[src/hw/zx_pkg.sv]
// Spectrum memory and port definitions
`default_nettype none

package zx_pkg;

	// ====================================================================
	// Width types
	// ====================================================================
	typedef logic [15:0] cpu_addr_t;
	typedef logic [7:0]  byte_t;
	typedef logic [20:0] mem_addr_t;  // ROM space at 101, RAM below
	typedef logic [5:0]  ram_bank_t;  // 3 extended bits + 3 from 7FFD
	typedef logic [3:0]  rom_page_t;
	typedef logic [4:0]  kbd_cols_t;  // Active low, one bit per key
	typedef logic [4:0]  joy_t;       // Fire, up, down, left, right

	// Memory model, latched at reset
	typedef enum logic [2:0] {
		MACH_128   = 3'd0,  // 128K and +2
		MACH_P1024 = 3'd1,
		MACH_PROFI = 3'd2,
		MACH_48    = 3'd3,
		MACH_PLUS3 = 3'd4   // +2A and +3
	} machine_t;

	typedef enum logic [2:0] {
		JOY_KEMPSTON   = 3'd0,
		JOY_SINCLAIR1  = 3'd1,
		JOY_SINCLAIR2  = 3'd2,
		JOY_SINCLAIR12 = 3'd3,
		JOY_CURSOR     = 3'd4
	} joy_mode_t;

	// ====================================================================
	// Buses and state
	// ====================================================================
	typedef struct packed {
		cpu_addr_t addr;
		byte_t     dout;    // Data driven by the CPU
		logic      mreq_n;
		logic      iorq_n;
		logic      rd_n;
		logic      wr_n;
		logic      m1_n;
	} cpu_bus_t;

	typedef struct packed {
		logic io_wr_pulse;  // One cycle per I/O write
		logic io_rd;
		logic mem_rd;
		logic mem_wr;
	} io_strobes_t;

	typedef struct packed {
		byte_t      page_reg;   // 7FFD
		byte_t      plus3_reg;  // 1FFD
		byte_t      p1024_reg;  // EFF7
		logic [2:0] bank_ext;   // Upper RAM bank bits
		logic       is_48;
		logic       is_p1024;
		logic       is_profi;
		logic       is_plus3;
		logic       lock;       // 7FFD and 1FFD frozen
	} paging_t;

	// ====================================================================
	// Constants
	// ====================================================================
	localparam cpu_addr_t  PORT_PROFI_EXT = 16'hDFFD;
	localparam ram_bank_t  BANK_SCREEN    = 6'd5;
	localparam ram_bank_t  BANK_MID       = 6'd2;
	localparam logic [2:0] ROM_SPACE      = 3'b101;
	localparam logic [5:0] KEMPSTON_LOW   = 6'h1F;

endpackage

`default_nettype wire

[src/hw/bus_decode.sv]
// CPU bus strobe decoder
`timescale 1ns/1ps
`default_nettype none

module bus_decode (
	input  logic               clk_sys,
	input  logic               reset,
	input  zx_pkg::cpu_bus_t    bus,
	output zx_pkg::io_strobes_t strobes
);
	import zx_pkg::*;

	logic io_wr;
	logic io_rd;
	logic io_wr_prev;  // Write level seen at the last edge

	// ====================================================================
	// I/O cycles
	// ====================================================================

	// M1 low with IORQ is an interrupt acknowledge, not a port access
	assign io_wr = ~bus.iorq_n & ~bus.wr_n & bus.m1_n;
	assign io_rd = ~bus.iorq_n & ~bus.rd_n & bus.m1_n;

	always_ff @(posedge clk_sys) begin
		if (reset)
			io_wr_prev <= 1'b0;
		else
			io_wr_prev <= io_wr;
	end

	// ====================================================================
	// Outputs
	// ====================================================================
	always_comb begin
		strobes.io_wr_pulse = io_wr & ~io_wr_prev;  // First cycle only
		strobes.io_rd       = io_rd;
		strobes.mem_rd      = ~bus.mreq_n & ~bus.rd_n;
		strobes.mem_wr      = ~bus.mreq_n & ~bus.wr_n;
	end

endmodule

`default_nettype wire

[src/hw/paging_regs.sv]
// Memory paging registers
`timescale 1ns/1ps
`default_nettype none

module paging_regs (
	input  logic                clk_sys,
	input  logic                reset,
	input  zx_pkg::cpu_bus_t    bus,
	input  zx_pkg::io_strobes_t strobes,
	input  zx_pkg::machine_t    machine,
	output zx_pkg::paging_t     paging
);
	import zx_pkg::*;

	byte_t      page_reg;
	byte_t      plus3_reg;
	byte_t      p1024_reg;
	logic [2:0] bank_ext;
	logic       is_48;
	logic       is_p1024;
	logic       is_profi;
	logic       is_plus3;
	logic       lock;
	logic       page_write;
	logic       plus3_write;
	logic       eff7_write;
	logic       dffd_write;

	// ====================================================================
	// Lock and port decode
	// ====================================================================

	// Pentagon keeps 7FFD open while EFF7 bit 2 is clear
	assign lock = is_48
		| (~is_p1024 & page_reg[5])
		| (is_p1024 & p1024_reg[2] & page_reg[5]);

	// 7FFD, the +3 also needs A14 high
	assign page_write = ~bus.addr[15] & ~bus.addr[1]
		& (bus.addr[14] | ~is_plus3) & ~lock;

	// 1FFD
	assign plus3_write = is_plus3 & (bus.addr[15:13] == 3'b000) & bus.addr[12]
		& ~bus.addr[1] & ~lock;

	assign eff7_write = is_p1024 & (bus.addr[15:13] == 3'b111) & ~bus.addr[12]
		& ~bus.addr[3];
	assign dffd_write = is_profi & (bus.addr == PORT_PROFI_EXT);

	// ====================================================================
	// Registers
	// ====================================================================
	always_ff @(posedge clk_sys) begin
		if (reset) begin
			is_48     <= (machine == MACH_48);
			is_p1024  <= (machine == MACH_P1024);
			is_profi  <= (machine == MACH_PROFI);
			is_plus3  <= (machine == MACH_PLUS3);
			page_reg  <= '0;
			plus3_reg <= '0;
			p1024_reg <= '0;
			bank_ext  <= '0;
		end else if (strobes.io_wr_pulse) begin
			if (page_write) begin
				page_reg <= bus.dout;
				// Pentagon 1024 upper bank bits
				if (is_p1024 && !p1024_reg[2])
					bank_ext <= {bus.dout[5], bus.dout[7:6]};
			end else if (plus3_write) begin
				plus3_reg <= bus.dout;
			end

			if (dffd_write)
				bank_ext <= bus.dout[2:0];  // Profi extension
			if (eff7_write)
				p1024_reg <= bus.dout;
		end
	end

	always_comb begin
		paging.page_reg  = page_reg;
		paging.plus3_reg = plus3_reg;
		paging.p1024_reg = p1024_reg;
		paging.bank_ext  = bank_ext;
		paging.is_48     = is_48;
		paging.is_p1024  = is_p1024;
		paging.is_profi  = is_profi;
		paging.is_plus3  = is_plus3;
		paging.lock      = lock;
	end

endmodule

`default_nettype wire

[src/hw/addr_mapper.sv]
// CPU to physical address mapper
`timescale 1ns/1ps
`default_nettype none

module addr_mapper (
	input  zx_pkg::cpu_bus_t    bus,
	input  zx_pkg::io_strobes_t strobes,
	input  zx_pkg::paging_t     paging,
	output zx_pkg::mem_addr_t   mem_addr,
	output logic                ram_rd,
	output logic                ram_we
);
	import zx_pkg::*;

	rom_page_t  rom_page;
	ram_bank_t  special_bank;
	logic [1:0] quarter;
	logic       special;
	logic       mode_any;   // Either layout bit set
	logic       mode_both;

	assign quarter   = bus.addr[15:14];
	assign special   = paging.plus3_reg[0];  // +3 all-RAM layouts
	assign mode_any  = |paging.plus3_reg[2:1];
	assign mode_both = &paging.plus3_reg[2:1];

	// ====================================================================
	// ROM page
	// ====================================================================
	always_comb begin
		if (paging.is_plus3)
			rom_page = {2'b10, paging.plus3_reg[2], paging.page_reg[4]};
		else
			rom_page = {paging.is_48, 2'b11, paging.is_48 | paging.page_reg[4]};
	end

	// ====================================================================
	// Special layouts
	// 0-1-2-3, 4-5-6-7, 4-5-6-3, 4-7-6-3
	// ====================================================================
	always_comb begin
		case (quarter)
			2'd0:    special_bank = {3'b000, mode_any, 2'b00};
			2'd1:    special_bank = {3'b000, mode_any, mode_both, 1'b1};
			2'd2:    special_bank = {3'b000, mode_any, 2'b10};
			default: special_bank = {3'b000, ~paging.plus3_reg[2] & paging.plus3_reg[1], 2'b11};
		endcase
	end

	always_comb begin
		if (special) begin
			mem_addr = {1'b0, special_bank, bus.addr[13:0]};
		end else begin
			case (quarter)
				2'd0:    mem_addr = {ROM_SPACE, rom_page, bus.addr[13:0]};
				2'd1:    mem_addr = {1'b0, BANK_SCREEN, bus.addr[13:0]};
				2'd2:    mem_addr = {1'b0, BANK_MID, bus.addr[13:0]};
				default: mem_addr = {1'b0, paging.bank_ext, paging.page_reg[2:0],
					bus.addr[13:0]};
			endcase
		end
	end

	// ROM is read only outside the special layouts
	assign ram_rd = strobes.mem_rd;
	assign ram_we = strobes.mem_wr & (special | (quarter != 2'd0));

endmodule

`default_nettype wire

[src/hw/io_ports.sv]
// ULA, joystick ports and read mux
`timescale 1ns/1ps
`default_nettype none

module io_ports (
	input  logic                clk_sys,
	input  logic                reset,
	input  zx_pkg::cpu_bus_t    bus,
	input  zx_pkg::io_strobes_t strobes,
	input  zx_pkg::paging_t     paging,
	input  zx_pkg::joy_mode_t   joy_mode,
	input  zx_pkg::joy_t        joy0,
	input  zx_pkg::joy_t        joy1,
	input  zx_pkg::kbd_cols_t   key_cols,
	input  zx_pkg::byte_t       ram_dout,
	output zx_pkg::byte_t       cpu_din,
	output logic [2:0]          border,
	output logic                ear,
	output logic                mic,
	output logic                screen_page
);
	import zx_pkg::*;

	logic [4:0] s1_keys;   // Keys 6 to 0, pressed high
	logic [4:0] s2_keys;   // Keys 1 to 5
	logic [4:0] cur_keys;  // Cursor keys on the 6 to 0 row
	logic       cur_left;  // Key 5
	logic       cursor_on;
	kbd_cols_t  joy_cols;
	kbd_cols_t  merged_cols;
	byte_t      kempston;

	// ====================================================================
	// ULA port
	// ====================================================================
	always_ff @(posedge clk_sys) begin
		if (reset) begin
			border <= '0;
			ear    <= 1'b0;
			mic    <= 1'b0;
		end else if (strobes.io_wr_pulse && !bus.addr[0]) begin
			border <= bus.dout[2:0];
			mic    <= bus.dout[3];
			ear    <= bus.dout[4];
		end
	end

	assign screen_page = paging.page_reg[3];

	// ====================================================================
	// Joystick to keyboard
	// ====================================================================
	always_comb begin
		s1_keys = '0;
		s2_keys = '0;
		if (joy_mode == JOY_SINCLAIR1 || joy_mode == JOY_SINCLAIR12)
			s1_keys = {joy0[1:0], joy0[2], joy0[3], joy0[4]};
		if (joy_mode == JOY_SINCLAIR1)  // Both sticks on one port
			s1_keys = s1_keys | {joy1[1:0], joy1[2], joy1[3], joy1[4]};
		if (joy_mode == JOY_SINCLAIR2 || joy_mode == JOY_SINCLAIR12)
			s2_keys = {joy1[4:2], joy1[0], joy1[1]};
		if (joy_mode == JOY_SINCLAIR2)
			s2_keys = s2_keys | {joy0[4:2], joy0[0], joy0[1]};
	end

	assign cursor_on = (joy_mode == JOY_CURSOR);
	assign cur_keys  = {5{cursor_on}}
		& ({joy0[2], joy0[3], joy0[0], 1'b0, joy0[4]}
		| {joy1[2], joy1[3], joy1[0], 1'b0, joy1[4]});
	assign cur_left  = cursor_on & (joy0[1] | joy1[1]);

	// A12 and A11 select the half rows
	assign joy_cols = ({5{bus.addr[12]}} | ~(s1_keys | cur_keys))
		& ({5{bus.addr[11]}} | ~(s2_keys | {cur_left, 4'b0000}));
	assign merged_cols = key_cols & joy_cols;

	assign kempston = (joy_mode == JOY_KEMPSTON) ? {3'b000, joy0 | joy1} : 8'h00;

	// ====================================================================
	// CPU read data
	// ====================================================================
	always_comb begin
		if (strobes.mem_rd)
			cpu_din = ram_dout;
		else if (strobes.io_rd && bus.addr[5:0] == KEMPSTON_LOW)
			cpu_din = kempston;
		else if (strobes.io_rd && !bus.addr[0])
			cpu_din = {3'b111, merged_cols};  // Tape input idles high
		else
			cpu_din = 8'hFF;
	end

endmodule

`default_nettype wire

[src/hw/zx_mem_io.sv]
// Spectrum memory and I/O core
`timescale 1ns/1ps
`default_nettype none

module zx_mem_io (
	input  logic              clk_sys,
	input  logic              reset,
	input  zx_pkg::cpu_bus_t  bus,
	input  zx_pkg::machine_t  machine,
	input  zx_pkg::joy_mode_t joy_mode,
	input  zx_pkg::joy_t      joy0,
	input  zx_pkg::joy_t      joy1,
	input  zx_pkg::kbd_cols_t key_cols,
	input  zx_pkg::byte_t     ram_dout,
	output zx_pkg::mem_addr_t mem_addr,
	output logic              ram_rd,
	output logic              ram_we,
	output zx_pkg::byte_t     cpu_din,
	output logic [2:0]        border,
	output logic              ear,
	output logic              mic,
	output logic              screen_page
);
	import zx_pkg::*;

	io_strobes_t io_strobes;
	paging_t     paging;

	bus_decode u_bus_decode (
		.clk_sys (clk_sys),
		.reset   (reset),
		.bus     (bus),
		.strobes (io_strobes)
	);

	paging_regs u_paging_regs (
		.clk_sys (clk_sys),
		.reset   (reset),
		.bus     (bus),
		.strobes (io_strobes),
		.machine (machine),
		.paging  (paging)
	);

	addr_mapper u_addr_mapper (
		.bus      (bus),
		.strobes  (io_strobes),
		.paging   (paging),
		.mem_addr (mem_addr),
		.ram_rd   (ram_rd),
		.ram_we   (ram_we)
	);

	io_ports u_io_ports (
		.clk_sys     (clk_sys),
		.reset       (reset),
		.bus         (bus),
		.strobes     (io_strobes),
		.paging      (paging),
		.joy_mode    (joy_mode),
		.joy0        (joy0),
		.joy1        (joy1),
		.key_cols    (key_cols),
		.ram_dout    (ram_dout),
		.cpu_din     (cpu_din),
		.border      (border),
		.ear         (ear),
		.mic         (mic),
		.screen_page (screen_page)
	);

endmodule

`default_nettype wire

[config.mk]
export PLATFORM = sky130hd
export DESIGN_NAME = zx_mem_io
export DESIGN_NICKNAME = d
export VERILOG_FILES = /design/src/hw/zx_pkg.sv /design/src/hw/bus_decode.sv /design/src/hw/paging_regs.sv /design/src/hw/addr_mapper.sv /design/src/hw/io_ports.sv /design/src/hw/zx_mem_io.sv
export SDC_FILE = /design/constraint.sdc
export NUM_CORES = 1
export LEC_CHECK = 0
export BUFFER_PORTS_ARGS = -buffer_cell sky130_fd_sc_hd__buf_2
export CAP_MARGIN = 40
export CORE_MARGIN = 2
export CORE_UTILIZATION = 35
export DETAILED_ROUTE_END_ITERATION = 6
export PLACE_DENSITY_LB_ADDON = 0.08
export SLEW_MARGIN = 20
export SYNTH_ARGS = -nofsm -noshare
export SYNTH_HDL_FRONTEND = slang
export SYNTH_HIERARCHICAL = 1
export SYNTH_SLANG_ARGS = --single-unit
[constraint.sdc]
create_clock -name clk_sys -period 3.9 [get_ports clk_sys]
set_input_delay 0.39 -clock clk_sys [delete_from_list [all_inputs] [get_ports clk_sys]]
set_output_delay 0.39 -clock clk_sys [all_outputs]
set_load 0.01 [all_outputs]
==> metrics.md <==
| Metric | Value |
|---|---|
| Status | completed |
| Fillcell total | 492 |
| WP data arrival | 1.69 ns |
| Uppermost routed layer | met4 |
| CTS sink cnt | 23 |
| TNS Setup | 0 ns |
| Cells after DPL | roughly 350 |
| # Max-Cap Violations | 0 |
| Root buffer cell | clkbuf_8 |
| RSZ-0062 raised after global routing | no |
| Clock Pin Slew Worst Setup and Hold Paths | 0.08 ns |
| Reg2reg start | u_bus_decode/io_wr_prev$_SDFF_PP0_ |
| Die ar. | roughly 5600 um2 |
| Clk buf depth | 2 |
| Pre-antenna DRT Iters | 4 |
| Layout cells sized above 1 | between 30 and 40% |
| P&R area growth vs syn | 23.9% |
| Residual DRC | 0 |
| Vias in the first global route | roughly 1600 |
| Syn_nets | around 270 |
| Worst rel slew slack | between 60% and 70% |
| Post-Syn Area | 1750 um2 |
| CP required | ~3.5 ns |
| Metal3 WL | between 300 and 400 um |
| Die X | approximately 75 um |
| Fmax | 0.480 GHz |
| Post-CTS resize count | 0 |
| Largest register FFs | 6 |
| Initial antenna violation count | 0 |
| Switch Pwr | 150 uW |
| Total number of vias | about 1800 |
| WL met1 | between 2000 and 2500 um |
| Critical R2R Capture | u_paging_regs/page_reg[4]$_SDFFE_PP0P_ |
| Avg Synthesized Cell Area | roughly 8.4 um2 |
| Final Hold Fails | 0 |
| I/O Buffers | 96 |
| Class of the worst hold path | in -> reg |
| Clk_lat worst skew | 0.26 ns |
| DP HPWL | a little under 4000 um |
| Final min period | 2.08 ns |
| Htree depth | 1 |
| Worst Hold Endpoint | u_bus_decode/io_wr_prev$_SDFF_PP0_ |
| CTS tree | yes |
| Final Setup Violations | 0 |
| Layout Nets | approximately 340 |
| Comb power frac | between 20% and 30% |
| Sw Ratio | ~28% |
| Leak pwr | between 0.001 and 0.0015 uW |
| Clock skew | ~0.0022 ns |
| Largest net degree at the start of global routing | 22 |
| Setup Fix Bufs, Post-CTS | 0 |
| Peak supply drop | between 0.15 and 0.2 mV |
| Most frequent cells in the layout | 96 x buf_2, 32 x nor2_1, 21 x a21oi_1, 21 x mux2i_1, 19 x dfxtp_1 |
| Hold Path Stages | 2 |
| GP Congestion | ~0.86 |
| Initial Utilization | a little over a third |
| Crit path kind | in -> out |
| Hold-fix buffers, CTS | 0 |
| CTS Buf Count | 3 |
| Slew @ Worst Pin | between 0.5 and 0.6 ns |
| Global-route wire length before repair | about 7400 um |
| Wire length per cell | around 14 um |
| Type of origin of the critical path | primary input |
| Final Instance Count excl. Fillers | between 300 and 400 |
| Via density | roughly 5 |
| Syn Inst Count | between 200 and 250 |
| Drt first-iter violations | 52 |
| Synth warn | 6 |
| Remaining Overflow, GRT | 0 |
| Reg2Reg Setup Slack | around 1.9 ns |
| Worst Setup End Kind | output pin |
| Storage element area | approximately 500 um2 |
| Worst Reg-to-Reg Cells | 6 |
| Final period util | 53.4% |
| Routed met2 length | between 2000 and 2500 um |
| Crit path max fanout | 5 |
| PD cells | 244 nW/um2 |
| Multi-input logic area | 1010 um2 |
| Global Route Usage Sum | between 15 and 20% |
| I/O Pins | 97 |
| Core ar. | about 4800 um2 |
| Internal Power | 379 uW |
| Seq pwr share | 47.4% |
| Clock power frac | 27.3% |
| Site Rows | 25 |
| Hold path start | bus[3] |
| Die extent in y | around 75 um |
| Final ANT Viol Nets | 0 |
| Total Wirelength | 4780 um |
| Slew Viols, Final | 0 |
| Most common cell after layout, fill and taps aside | buf_2 |
| Ant diodes | 0 |
==> metrics by stage <==
step	utilization (%)	power [uW]	instance area, um2	hold WS (ns)	setup WS [ns]
final	45.3	529	2170	0.319	1.82
after global routing	45.3	556	2170	0.326	1.61
after CTS	45.3	535	2170	0.311	1.80
after global placement	44.2	390	2120	0.474	1.55
after floorplan	-	333	1750	0.461	1.95
after detailed placement	44.4	390	2120	0.480	1.56
==> worst max path at each step <==
stage                                             startpoint  depth (start not counted)  slack (ns)                                     end
after global placement                                bus[3]                          7        1.55  u_paging_regs/page_reg[2]$_SDFFE_PP0P_
after floorplan                                       bus[3]                          6        1.95  u_paging_regs/bank_ext[0]$_SDFFE_PP0P_
final                                                 bus[3]                          8        1.82                              cpu_din[0]
after global routing      u_bus_decode/io_wr_prev$_SDFF_PP0_                          6        1.61  u_paging_regs/page_reg[1]$_SDFFE_PP0P_
after detailed placement                              bus[3]                          7        1.56  u_paging_regs/page_reg[4]$_SDFFE_PP0P_
after CTS                                             bus[3]                          8        1.80                              cpu_din[0]
==> layout make-up <==
type / count / share of cell area [%]
multi-input combinational: 149 / 46.7
sequential: 23 / 23.1
timing repair buffer: 97 / 22.5
tap: 67 / 3.87
clock buffer: 4 / 2.08
inverter: 10 / 1.73
==> per-layer routing <==
layer | vias to the layer above | GRT usage [%]
li1 | 889 | -
met4 | 0 | 5.75
met3 | 6 | 3.08
met5 | - | 0
met1 | 794 | 22.6
met2 | 66 | 28.0
==> power groups by stage <==
stage / Sequential, uW / Clock, uW / Combinational, uW
detailed placement: 256 / 0 / 134
floorplan: 255 / 0 / 77.5
finish: 251 / 144 / 133
global placement: 256 / 0 / 134
CTS: 251 / 150 / 134
global route: 251 / 158 / 147
==> critical path, stage by stage <==
cell     delay (ns)
buf_2          0.11
nor3b_1        0.30
nand3_1        0.15
nor2_1         0.25
o21ai_0        0.15
mux2i_1        0.14
a21oi_1        0.05
buf_2          0.14
Power figures use the tool's default switching activity.
